**config.mk**
```make
export PLATFORM = sky130hd
export DESIGN_NAME = decode_stage
export DESIGN_NICKNAME = d
export VERILOG_FILES = /design/src/source/rv_decode_pkg.sv /design/src/source/imm_gen.sv /design/src/source/base_decoder.sv /design/src/source/muldiv_decoder.sv /design/src/source/system_decoder.sv /design/src/source/decode_stage.sv
export VERILOG_INCLUDE_DIRS = /design/src /design/src/include
export SDC_FILE = /design/constraint.sdc
export NUM_CORES = 1
export LEC_CHECK = 0
export BUFFER_PORTS_ARGS = -buffer_cell sky130_fd_sc_hd__buf_2
export CAP_MARGIN = 20
export CELL_PAD_IN_SITES_DETAIL_PLACEMENT = 1
export CELL_PAD_IN_SITES_GLOBAL_PLACEMENT = 1
export CORE_MARGIN = 4
export CORE_UTILIZATION = 25
export DETAILED_ROUTE_END_ITERATION = 7
export PLACE_DENSITY = 0.6
export RECOVER_POWER = 100
export SLEW_MARGIN = 20
export SYNTH_ARGS = -nofsm -noshare
export SYNTH_HDL_FRONTEND = slang
export SYNTH_SLANG_ARGS = --single-unit
```
**constraint.sdc**
```tcl
create_clock -name clock -period 2 [get_ports clock]
set_input_delay 0.6 -clock clock [delete_from_list [all_inputs] [get_ports clock]]
set_output_delay 0.6 -clock clock [all_outputs]
set_load 0.02 [all_outputs]
```
**src/include/rv_decode_defines.svh**
```systemverilog
`ifndef RV_DECODE_DEFINES_SVH
`define RV_DECODE_DEFINES_SVH

`define XLEN 32

`define OPCODE_LUI      7'b0110111
`define OPCODE_AUIPC    7'b0010111
`define OPCODE_JAL      7'b1101111
`define OPCODE_JALR     7'b1100111
`define OPCODE_BRANCH   7'b1100011
`define OPCODE_LOAD     7'b0000011
`define OPCODE_STORE    7'b0100011
`define OPCODE_OP_IMM   7'b0010011
`define OPCODE_OP       7'b0110011
`define OPCODE_MISC_MEM 7'b0001111
`define OPCODE_SYSTEM   7'b1110011

`define F3_BEQ  3'b000
`define F3_BNE  3'b001
`define F3_BLT  3'b100
`define F3_BGE  3'b101
`define F3_BLTU 3'b110
`define F3_BGEU 3'b111

`define F3_LB  3'b000
`define F3_LH  3'b001
`define F3_LW  3'b010
`define F3_LBU 3'b100
`define F3_LHU 3'b101
`define F3_SB  3'b000
`define F3_SH  3'b001
`define F3_SW  3'b010

`define F3_ADD  3'b000
`define F3_SLL  3'b001
`define F3_SLT  3'b010
`define F3_SLTU 3'b011
`define F3_XOR  3'b100
`define F3_SRL  3'b101
`define F3_OR   3'b110
`define F3_AND  3'b111

`define F3_PRIV    3'b000
`define F3_CSRRW   3'b001
`define F3_CSRRS   3'b010
`define F3_CSRRC   3'b011
`define F3_CSRRWI  3'b101
`define F3_CSRRSI  3'b110
`define F3_CSRRCI  3'b111
`define F3_FENCE   3'b000
`define F3_FENCE_I 3'b001

`define F3_MUL    3'b000
`define F3_MULH   3'b001
`define F3_MULHSU 3'b010
`define F3_MULHU  3'b011
`define F3_DIV    3'b100
`define F3_DIVU   3'b101
`define F3_REM    3'b110
`define F3_REMU   3'b111

`define FUNCT7_BASE   7'b0000000
`define FUNCT7_ALT    7'b0100000
`define FUNCT7_MULDIV 7'b0000001

`define SYS_ECALL  12'h000
`define SYS_EBREAK 12'h001
`define SYS_MRET   12'h302
`define SYS_WFI    12'h105

// addi x0,x0,0
`define NOP_INSTR 32'h00000013

`endif

```
**src/source/rv_decode_pkg.sv**
```systemverilog
`include "rv_decode_defines.svh"

package rv_decode_pkg;

  typedef logic [31:0]       instr_t;
  typedef logic [`XLEN-1:0]  xlen_t;
  typedef logic [4:0]        reg_addr_t;
  typedef logic [11:0]       csr_addr_t;

  typedef struct packed {
    logic add;
    logic sub;
    logic sll;
    logic slt;
    logic sltu;
    logic xor_op;
    logic srl;
    logic sra;
    logic or_op;
    logic and_op;
  } alu_op_t;

  typedef struct packed {
    logic beq;
    logic bne;
    logic blt;
    logic bge;
    logic bltu;
    logic bgeu;
  } bcu_op_t;

  typedef struct packed {
    logic lb;
    logic lh;
    logic lw;
    logic lbu;
    logic lhu;
    logic sb;
    logic sh;
    logic sw;
  } lsu_op_t;

  typedef struct packed {
    logic csrrw;
    logic csrrs;
    logic csrrc;
    logic csrrwi;
    logic csrrsi;
    logic csrrci;
  } csr_op_t;

  typedef struct packed {
    logic mul;
    logic mulh;
    logic mulhsu;
    logic mulhu;
  } mul_op_t;

  typedef struct packed {
    logic div;
    logic divu;
    logic rem;
    logic remu;
  } div_op_t;

  typedef struct packed {
    logic wren;   // rd write
    logic rden1;
    logic rden2;
    logic cwren;  // CSR write
    logic crden;  // CSR read
  } reg_use_t;

  typedef struct packed {
    logic lui;
    logic auipc;
    logic jal;
    logic jalr;
    logic branch;
    logic load;
    logic store;
    logic alu;
    logic nop;
    logic csreg;
    logic mult;
    logic division;
    logic fence;
    logic ecall;
    logic ebreak;
    logic mret;
    logic wfi;
  } class_t;

  typedef struct packed {
    xlen_t    imm;
    reg_use_t reg_use;
    class_t   cls;
    alu_op_t  alu_op;
    bcu_op_t  bcu_op;
    lsu_op_t  lsu_op;
    csr_op_t  csr_op;
    mul_op_t  mul_op;
    div_op_t  div_op;
    logic     legal;
  } decode_t;

endpackage

```
**src/source/imm_gen.sv**
```systemverilog
`timescale 1ns/1ns
`include "rv_decode_defines.svh"

module imm_gen (
  input  rv_decode_pkg::instr_t instr,
  output rv_decode_pkg::xlen_t  imm
);
  import rv_decode_pkg::*;

  logic [6:0] opcode;
  xlen_t      imm_i;
  xlen_t      imm_s;
  xlen_t      imm_b;
  xlen_t      imm_u;
  xlen_t      imm_j;
  xlen_t      imm_c;

  assign opcode = instr[6:0];

  assign imm_i = {{20{instr[31]}}, instr[31:20]};
  assign imm_s = {{20{instr[31]}}, instr[31:25], instr[11:7]};
  assign imm_b = {{19{instr[31]}}, instr[31], instr[7], instr[30:25], instr[11:8], 1'b0};
  assign imm_u = {instr[31:12], 12'h000};
  assign imm_j = {{11{instr[31]}}, instr[31], instr[19:12], instr[20], instr[30:21], 1'b0};
  assign imm_c = {27'h0, instr[19:15]};  // zimm of the CSR immediate forms

  always_comb begin
    case (opcode)
      `OPCODE_JALR, `OPCODE_LOAD, `OPCODE_OP_IMM: imm = imm_i;
      `OPCODE_STORE:                              imm = imm_s;
      `OPCODE_BRANCH:                             imm = imm_b;
      `OPCODE_LUI, `OPCODE_AUIPC:                 imm = imm_u;
      `OPCODE_JAL:                                imm = imm_j;
      `OPCODE_SYSTEM:                             imm = imm_c;
      default:                                    imm = '0;
    endcase
  end

endmodule

```
**src/source/base_decoder.sv**
```systemverilog
`timescale 1ns/1ns
`include "rv_decode_defines.svh"

module base_decoder (
  input  rv_decode_pkg::instr_t   instr,
  output rv_decode_pkg::reg_use_t use_o,
  output rv_decode_pkg::class_t   cls,
  output rv_decode_pkg::alu_op_t  alu_op,
  output rv_decode_pkg::bcu_op_t  bcu_op,
  output rv_decode_pkg::lsu_op_t  lsu_op,
  output logic                    legal
);
  import rv_decode_pkg::*;

  logic [6:0] opcode;
  logic [2:0] funct3;
  logic [6:0] funct7;
  reg_addr_t  rd;
  logic       rd_nz;

  reg_use_t   use_d;
  class_t     cls_d;
  alu_op_t    alu_d;
  bcu_op_t    bcu_d;
  lsu_op_t    lsu_d;
  logic       ok;

  assign opcode = instr[6:0];
  assign funct3 = instr[14:12];
  assign funct7 = instr[31:25];
  assign rd     = instr[11:7];
  assign rd_nz  = |rd;

  always_comb begin
    use_d = '0;
    cls_d = '0;
    alu_d = '0;
    bcu_d = '0;
    lsu_d = '0;
    ok    = 1'b1;
    case (opcode)
      `OPCODE_LUI: begin
        use_d.wren = rd_nz;
        cls_d.lui  = 1'b1;
      end
      `OPCODE_AUIPC: begin
        use_d.wren  = rd_nz;
        cls_d.auipc = 1'b1;
      end
      `OPCODE_JAL: begin
        use_d.wren = rd_nz;
        cls_d.jal  = 1'b1;
      end
      `OPCODE_JALR: begin
        use_d.wren  = rd_nz;
        use_d.rden1 = 1'b1;
        cls_d.jalr  = 1'b1;
        ok          = (funct3 == 3'b000);
      end
      `OPCODE_BRANCH: begin
        use_d.rden1  = 1'b1;
        use_d.rden2  = 1'b1;
        cls_d.branch = 1'b1;
        case (funct3)
          `F3_BEQ:  bcu_d.beq  = 1'b1;
          `F3_BNE:  bcu_d.bne  = 1'b1;
          `F3_BLT:  bcu_d.blt  = 1'b1;
          `F3_BGE:  bcu_d.bge  = 1'b1;
          `F3_BLTU: bcu_d.bltu = 1'b1;
          `F3_BGEU: bcu_d.bgeu = 1'b1;
          default:  ok = 1'b0;
        endcase
      end
      `OPCODE_LOAD: begin
        use_d.wren  = rd_nz;
        use_d.rden1 = 1'b1;
        cls_d.load  = 1'b1;
        case (funct3)
          `F3_LB:  lsu_d.lb  = 1'b1;
          `F3_LH:  lsu_d.lh  = 1'b1;
          `F3_LW:  lsu_d.lw  = 1'b1;
          `F3_LBU: lsu_d.lbu = 1'b1;
          `F3_LHU: lsu_d.lhu = 1'b1;
          default: ok = 1'b0;
        endcase
      end
      `OPCODE_STORE: begin
        use_d.rden1 = 1'b1;
        use_d.rden2 = 1'b1;
        cls_d.store = 1'b1;
        case (funct3)
          `F3_SB:  lsu_d.sb = 1'b1;
          `F3_SH:  lsu_d.sh = 1'b1;
          `F3_SW:  lsu_d.sw = 1'b1;
          default: ok = 1'b0;
        endcase
      end
      `OPCODE_OP_IMM: begin
        use_d.wren  = rd_nz;
        use_d.rden1 = 1'b1;
        cls_d.alu   = 1'b1;
        case (funct3)
          `F3_ADD:  alu_d.add    = 1'b1;
          `F3_SLT:  alu_d.slt    = 1'b1;
          `F3_SLTU: alu_d.sltu   = 1'b1;
          `F3_XOR:  alu_d.xor_op = 1'b1;
          `F3_OR:   alu_d.or_op  = 1'b1;
          `F3_AND:  alu_d.and_op = 1'b1;
          `F3_SLL: begin
            alu_d.sll = 1'b1;
            ok        = (funct7 == `FUNCT7_BASE);
          end
          default: begin  // Funct7 picks srl or sra
            alu_d.srl = (funct7 == `FUNCT7_BASE);
            alu_d.sra = (funct7 == `FUNCT7_ALT);
            ok        = alu_d.srl | alu_d.sra;
          end
        endcase
      end
      `OPCODE_OP: begin
        use_d.wren  = rd_nz;
        use_d.rden1 = 1'b1;
        use_d.rden2 = 1'b1;
        cls_d.alu   = 1'b1;
        if (funct7 == `FUNCT7_BASE) begin
          case (funct3)
            `F3_ADD:  alu_d.add    = 1'b1;
            `F3_SLL:  alu_d.sll    = 1'b1;
            `F3_SLT:  alu_d.slt    = 1'b1;
            `F3_SLTU: alu_d.sltu   = 1'b1;
            `F3_XOR:  alu_d.xor_op = 1'b1;
            `F3_SRL:  alu_d.srl    = 1'b1;
            `F3_OR:   alu_d.or_op  = 1'b1;
            default:  alu_d.and_op = 1'b1;
          endcase
        end else if (funct7 == `FUNCT7_ALT && funct3 == `F3_ADD) begin
          alu_d.sub = 1'b1;
        end else if (funct7 == `FUNCT7_ALT && funct3 == `F3_SRL) begin
          alu_d.sra = 1'b1;
        end else begin
          ok = 1'b0;  // M-extension or unknown funct7
        end
      end
      default: ok = 1'b0;
    endcase

    if (instr == `NOP_INSTR) begin
      cls_d.nop = 1'b1;
      alu_d.add = 1'b0;
    end
  end

  assign legal  = ok;
  assign use_o  = ok ? use_d : '0;
  assign cls    = ok ? cls_d : '0;
  assign alu_op = ok ? alu_d : '0;
  assign bcu_op = ok ? bcu_d : '0;
  assign lsu_op = ok ? lsu_d : '0;

endmodule

```
**src/source/muldiv_decoder.sv**
```systemverilog
`timescale 1ns/1ns
`include "rv_decode_defines.svh"

module muldiv_decoder (
  input  rv_decode_pkg::instr_t   instr,
  output rv_decode_pkg::reg_use_t use_o,
  output rv_decode_pkg::class_t   cls,
  output rv_decode_pkg::mul_op_t  mul_op,
  output rv_decode_pkg::div_op_t  div_op,
  output logic                    legal
);
  import rv_decode_pkg::*;

  reg_addr_t rd;
  logic      owned;

  assign rd    = instr[11:7];
  assign owned = (instr[6:0] == `OPCODE_OP) && (instr[31:25] == `FUNCT7_MULDIV);
  assign legal = owned;  // Every funct3 is a valid M op

  always_comb begin
    use_o  = '0;
    cls    = '0;
    mul_op = '0;
    div_op = '0;
    if (owned) begin
      use_o.wren  = |rd;
      use_o.rden1 = 1'b1;
      use_o.rden2 = 1'b1;
      case (instr[14:12])
        `F3_MUL:    mul_op.mul    = 1'b1;
        `F3_MULH:   mul_op.mulh   = 1'b1;
        `F3_MULHSU: mul_op.mulhsu = 1'b1;
        `F3_MULHU:  mul_op.mulhu  = 1'b1;
        `F3_DIV:    div_op.div    = 1'b1;
        `F3_DIVU:   div_op.divu   = 1'b1;
        `F3_REM:    div_op.rem    = 1'b1;
        default:    div_op.remu   = 1'b1;
      endcase
      cls.mult     = |mul_op;
      cls.division = |div_op;
    end
  end

endmodule

```
**src/source/system_decoder.sv**
```systemverilog
`timescale 1ns/1ns
`include "rv_decode_defines.svh"

module system_decoder (
  input  rv_decode_pkg::instr_t   instr,
  output rv_decode_pkg::reg_use_t use_o,
  output rv_decode_pkg::class_t   cls,
  output rv_decode_pkg::csr_op_t  csr_op,
  output logic                    legal
);
  import rv_decode_pkg::*;

  logic [6:0] opcode;
  logic [2:0] funct3;
  csr_addr_t  funct12;
  reg_addr_t  rd;
  reg_addr_t  rs1;
  logic       rd_nz;
  logic       rs1_nz;  // Also zimm nonzero for the immediate forms

  reg_use_t   use_d;
  class_t     cls_d;
  csr_op_t    csr_d;
  logic       ok;

  assign opcode  = instr[6:0];
  assign funct3  = instr[14:12];
  assign funct12 = instr[31:20];
  assign rd      = instr[11:7];
  assign rs1     = instr[19:15];
  assign rd_nz   = |rd;
  assign rs1_nz  = |rs1;

  always_comb begin
    use_d = '0;
    cls_d = '0;
    csr_d = '0;
    ok    = 1'b1;
    case (opcode)
      `OPCODE_SYSTEM: begin
        if (funct3 == `F3_PRIV) begin
          case (funct12)
            `SYS_ECALL:  cls_d.ecall  = 1'b1;
            `SYS_EBREAK: cls_d.ebreak = 1'b1;
            `SYS_MRET:   cls_d.mret   = 1'b1;
            `SYS_WFI:    cls_d.wfi    = 1'b1;
            default:     ok = 1'b0;
          endcase
        end else begin
          use_d.wren = rd_nz;
          case (funct3)
            `F3_CSRRW: begin
              csr_d.csrrw = 1'b1;
              use_d.rden1 = 1'b1;
              use_d.cwren = 1'b1;
              use_d.crden = rd_nz;
            end
            `F3_CSRRS, `F3_CSRRC: begin
              csr_d.csrrs = (funct3 == `F3_CSRRS);
              csr_d.csrrc = (funct3 == `F3_CSRRC);
              use_d.rden1 = 1'b1;
              use_d.cwren = rs1_nz;  // rs1 = x0 only reads
              use_d.crden = 1'b1;
            end
            `F3_CSRRWI: begin
              csr_d.csrrwi = 1'b1;
              use_d.cwren  = 1'b1;
              use_d.crden  = rd_nz;
            end
            `F3_CSRRSI, `F3_CSRRCI: begin
              csr_d.csrrsi = (funct3 == `F3_CSRRSI);
              csr_d.csrrci = (funct3 == `F3_CSRRCI);
              use_d.cwren  = rs1_nz;
              use_d.crden  = 1'b1;
            end
            default: ok = 1'b0;
          endcase
          cls_d.csreg = |csr_d;
        end
      end
      `OPCODE_MISC_MEM: begin
        cls_d.fence = 1'b1;
        ok          = (funct3 == `F3_FENCE) || (funct3 == `F3_FENCE_I);
      end
      default: ok = 1'b0;
    endcase
  end

  assign legal  = ok;
  assign use_o  = ok ? use_d : '0;
  assign cls    = ok ? cls_d : '0;
  assign csr_op = ok ? csr_d : '0;

endmodule

```
**src/source/decode_stage.sv**
```systemverilog
`timescale 1ns/1ns

module decode_stage (
  input  logic                   clock,
  input  logic                   rst_n,
  input  logic                   instr_valid,
  input  rv_decode_pkg::instr_t  instr,
  output logic                   dec_valid,
  output rv_decode_pkg::decode_t dec
);
  import rv_decode_pkg::*;

  xlen_t    imm;
  reg_use_t base_use;
  reg_use_t md_use;
  reg_use_t sys_use;
  class_t   base_cls;
  class_t   md_cls;
  class_t   sys_cls;
  alu_op_t  alu_op;
  bcu_op_t  bcu_op;
  lsu_op_t  lsu_op;
  csr_op_t  csr_op;
  mul_op_t  mul_op;
  div_op_t  div_op;
  logic     base_legal;
  logic     md_legal;
  logic     sys_legal;
  decode_t  dec_d;

  imm_gen u_imm_gen (
    .instr (instr),
    .imm   (imm)
  );

  base_decoder u_base_decoder (
    .instr  (instr),
    .use_o  (base_use),
    .cls    (base_cls),
    .alu_op (alu_op),
    .bcu_op (bcu_op),
    .lsu_op (lsu_op),
    .legal  (base_legal)
  );

  muldiv_decoder u_muldiv_decoder (
    .instr  (instr),
    .use_o  (md_use),
    .cls    (md_cls),
    .mul_op (mul_op),
    .div_op (div_op),
    .legal  (md_legal)
  );

  system_decoder u_system_decoder (
    .instr  (instr),
    .use_o  (sys_use),
    .cls    (sys_cls),
    .csr_op (csr_op),
    .legal  (sys_legal)
  );

  // Decoders own disjoint encodings, so OR merges them
  always_comb begin
    dec_d.imm     = imm;
    dec_d.reg_use = base_use | md_use | sys_use;
    dec_d.cls     = base_cls | md_cls | sys_cls;
    dec_d.alu_op  = alu_op;
    dec_d.bcu_op  = bcu_op;
    dec_d.lsu_op  = lsu_op;
    dec_d.csr_op  = csr_op;
    dec_d.mul_op  = mul_op;
    dec_d.div_op  = div_op;
    dec_d.legal   = base_legal | md_legal | sys_legal;
  end

  always_ff @(posedge clock) begin
    if (!rst_n) begin
      dec_valid <= 1'b0;
      dec       <= '0;
    end else begin
      dec_valid <= instr_valid;
      if (instr_valid) begin
        dec <= dec_d;  // Held until the next strobe
      end
    end
  end

  a_ops_onehot : assert property (@(posedge clock) disable iff (!rst_n)
    dec_valid |-> $onehot0(dec.alu_op) && $onehot0(dec.bcu_op) &&
                  $onehot0(dec.lsu_op) && $onehot0(dec.csr_op));

  a_muldiv_excl : assert property (@(posedge clock) disable iff (!rst_n)
    !((|dec.mul_op) && (|dec.div_op)));

  a_illegal_no_class : assert property (@(posedge clock) disable iff (!rst_n)
    (dec_valid && !dec.legal) |-> (dec.cls == '0));

endmodule

```
==> impl_results.md <==
- Syn Std Cell Area: 3900 um^2
- Hold Violations, Final: 0
- Reg2Reg Capture Point: dec[58]
- Final-stage net count: 697
- Synth Warn #: 0
- Die Y: 133 um
- Final setup violation count: 0
- Net Sw Power: 0.954 mW
- Total power: 4.26 mW
- Syn Inst Count: 440
- VDD IR-drop max: 0.465 mV
- Detailed Route WL: 16700 um
- Least-Margin Pin Slew: 0.542 ns
- Max frequency: 518 MHz
- Layout cells sized above 1: 41.6%
- Row count: 45
- CTS sink cnt: 94
- Initial core utilization: 25.6%
- Fin worst setup slack: 0.0697 ns
- R2r startpoint: dec[58]
- Synthesized flop and latch total: 94
- Hold depth: 2
- Most frequent cells in the layout: 126 x buf_2, 104 x buf_4, 94 x dfxtp_1, 80 x nand2_1, 49 x o21ai_0
- Worst slack at placement: -0.366 ns
- Crit share post-route: 96.5%
- Register area: 1880 um^2
- Worst Reg2Reg Path Length in Cells: 2
- Cells after DPL: 858
- Top FF cell, synth: dfxtp_1
- CP most frequent cell: buf_4
- Clk pwr share: 46.1%
- Min-Delay Path Class: flip-flop to flip-flop
- P&R area growth vs syn: 52.9%
- Instance area after placement: 5550 um^2
- Starting DRT DRC Count: 233
- Initial antenna violation count: 0
- Drt pass-1 iters: 4
- Final hold slack: 0.446 ns
- CP max-delay cell: and3b_2
- Area occupied by multi-input gates: 1960 um^2
- Antenna viol nets, final: 0
- Flop2flop setup slack: 1.24 ns
- First-pass GRT wire length: 26100 um
- # IOs: 129
- All-Layer GR Usage: 18.7%
- RePlAce Congestion: 0.838
- Status: completed
- Sequential share of the synthesized area: 48.2%
- Max Slew Vio Count: 0
- CTS tree: built
- Worst Skew: 0 ns
- Clock transition at path regs: 0.06 ns
- Tmin final: 1.93 ns
- Worst path arrival time: 2.16 ns
- Comb pwr share: 9.7%
- Hold buffers post-CTS: 0
- Number of global-route vias before repair: 4552
- Die area: 17700 um^2
- Internal power: 3.30 mW
- Critical path capture point type: flip-flop
- Worst min-delay path endpoint: dec[9]
- Total grt overflow: 0
- Final core occ: 39.1%
- H-tree levels: 3
- CTS Buf Count: 9
- Critical Path Fanout Max: 8
- Die W: 133 um
- Design area: 5970 um^2
- Routed WL per cell: 19.0 um
- Post-Syn Nets: 475
- Switching portion of total power: 22.4%
- Max_slew headroom: 63.6%
- Clock Latency Late Sink: 0.34 ns
- # diodes: 0
- Largest net degree at the start of global routing: 56
- HPWL after DPL: 13500 um
- Element type at the critical path start: input port
- Netlist cell types: 58
- Asr flop ratio synth: 0%
- Leak pwr: 2.70 nW
- Filler cell count: 1839
- Sequential cell fraction of total power: 44.2%
- P per Cell Area: 713 nW/um^2
- Fin cells: 877
- Clock buffer depth: 2
- Hold Startpoint: dec[9]
- CP Cell Sequence: buf_2, buf_4, and3b_2, buf_4, a22o_1, o21a_1, buf_4, a21oi_1, o21ai_0
- Remaining DRCs: 0
- Commonest non-fill, non-tap cell in the layout: buf_2
- EDFF count, synth: 0
- PortBufs: 128
- Critical path class: input port to flip-flop
- Synthesized area per cell: 8.87 um^2
- Root buf cell: clkbuf_16
- Fin Setup TNS: 0 ns
- Vias: 4278
- Crit-path max cell delay: 0.27 ns
- Worst endpoint required time: 2.23 ns
- Vias per std cell: 4.88
- Core Area: 15300 um^2
- Max-Cap Viols: 0
-- final cells by class --
cell class	instances	area share (%)
timing repair buffer	238	25.0
tap	211	4.42
clock buffer	11	4.07
clock inverter	4	1.59
multi-input combinational	310	32.9
inverter	9	0.566
sequential	94	31.5
-- metal layers --
layer / vias to the layer above / GRT usage (%) / routed length, um
met5: - / 0 / 0
met4: 0 / 5.54 / 315
met3: 16 / 4.18 / 882
met2: 109 / 30.8 / 7910
met1: 2088 / 24.3 / 7560
li1: 2065 / - / -
-- worst max path at each step --
stage | from | endpoint | slack (ns) | depth (start not counted)
2_1_floorplan | instr[3] | dec[60] | 0.01 | 6
3_3_place_gp | instr[21] | dec[41] | -0.37 | 8
3_5_place_dp | instr[26] | dec[38] | -0.37 | 7
4_1_cts | instr[2] | dec[51] | 0.04 | 7
5_1_grt | instr[21] | dec[41] | -0.01 | 8
6_report | instr[5] | dec[75] | 0.07 | 9
-- worst max-delay path: cells and delay by family --
family / cells / cell delay [ns]
buffers and inverters: 4 / 0.58
and+or+nand+nor: 1 / 0.27
AOI/OAI and AO/OA: 4 / 0.70
-- cell usage after synthesis (all sizes together), types with 9 or more instances --
library cell / instances / share of area (%)
a21oi: 22 / 2.8
a221o: 11 / 2.8
a22o: 16 / 3.6
clkbuf: 19 / 1.8
dfxtp: 94 / 48
nand2: 81 / 7.8
nand3: 13 / 1.7
nor2: 18 / 1.8
nor3: 15 / 1.9
o21ai: 50 / 6.4
o31ai: 9 / 2.0
-- flip-flops by register name, summed over array words and instances (netlist names) --
signal	flops
dec	93
dec_valid	1
-- repair_timing --
action | CTS | global route
endpoints found under the setup margin | 4 | 35
pin swaps | 0 | 5
setup buffers | 0 | 4
gates resized for setup | 2 | 14
-- cells by family (layout without fill, tap and decap cells) --
group	Yosys count	after routing	synth area share, %
mux	1	1	0.256
compound gates	132	132	23.6
flops	94	94	48.2
buf+inv	36	262	3.88
simple gates	177	177	24.1
-- power groups by stage --
stage	Combinational (mW)	Clock (mW)	Sequential (mW)
after floorplan	0.146	0	1.93
after global placement	0.397	0	1.92
after detailed placement	0.403	0	1.92
after CTS	0.405	2.01	1.88
after global routing	0.450	2.09	1.88
final	0.414	1.96	1.88
No activity file was read; power rests on OpenSTA's default activity.
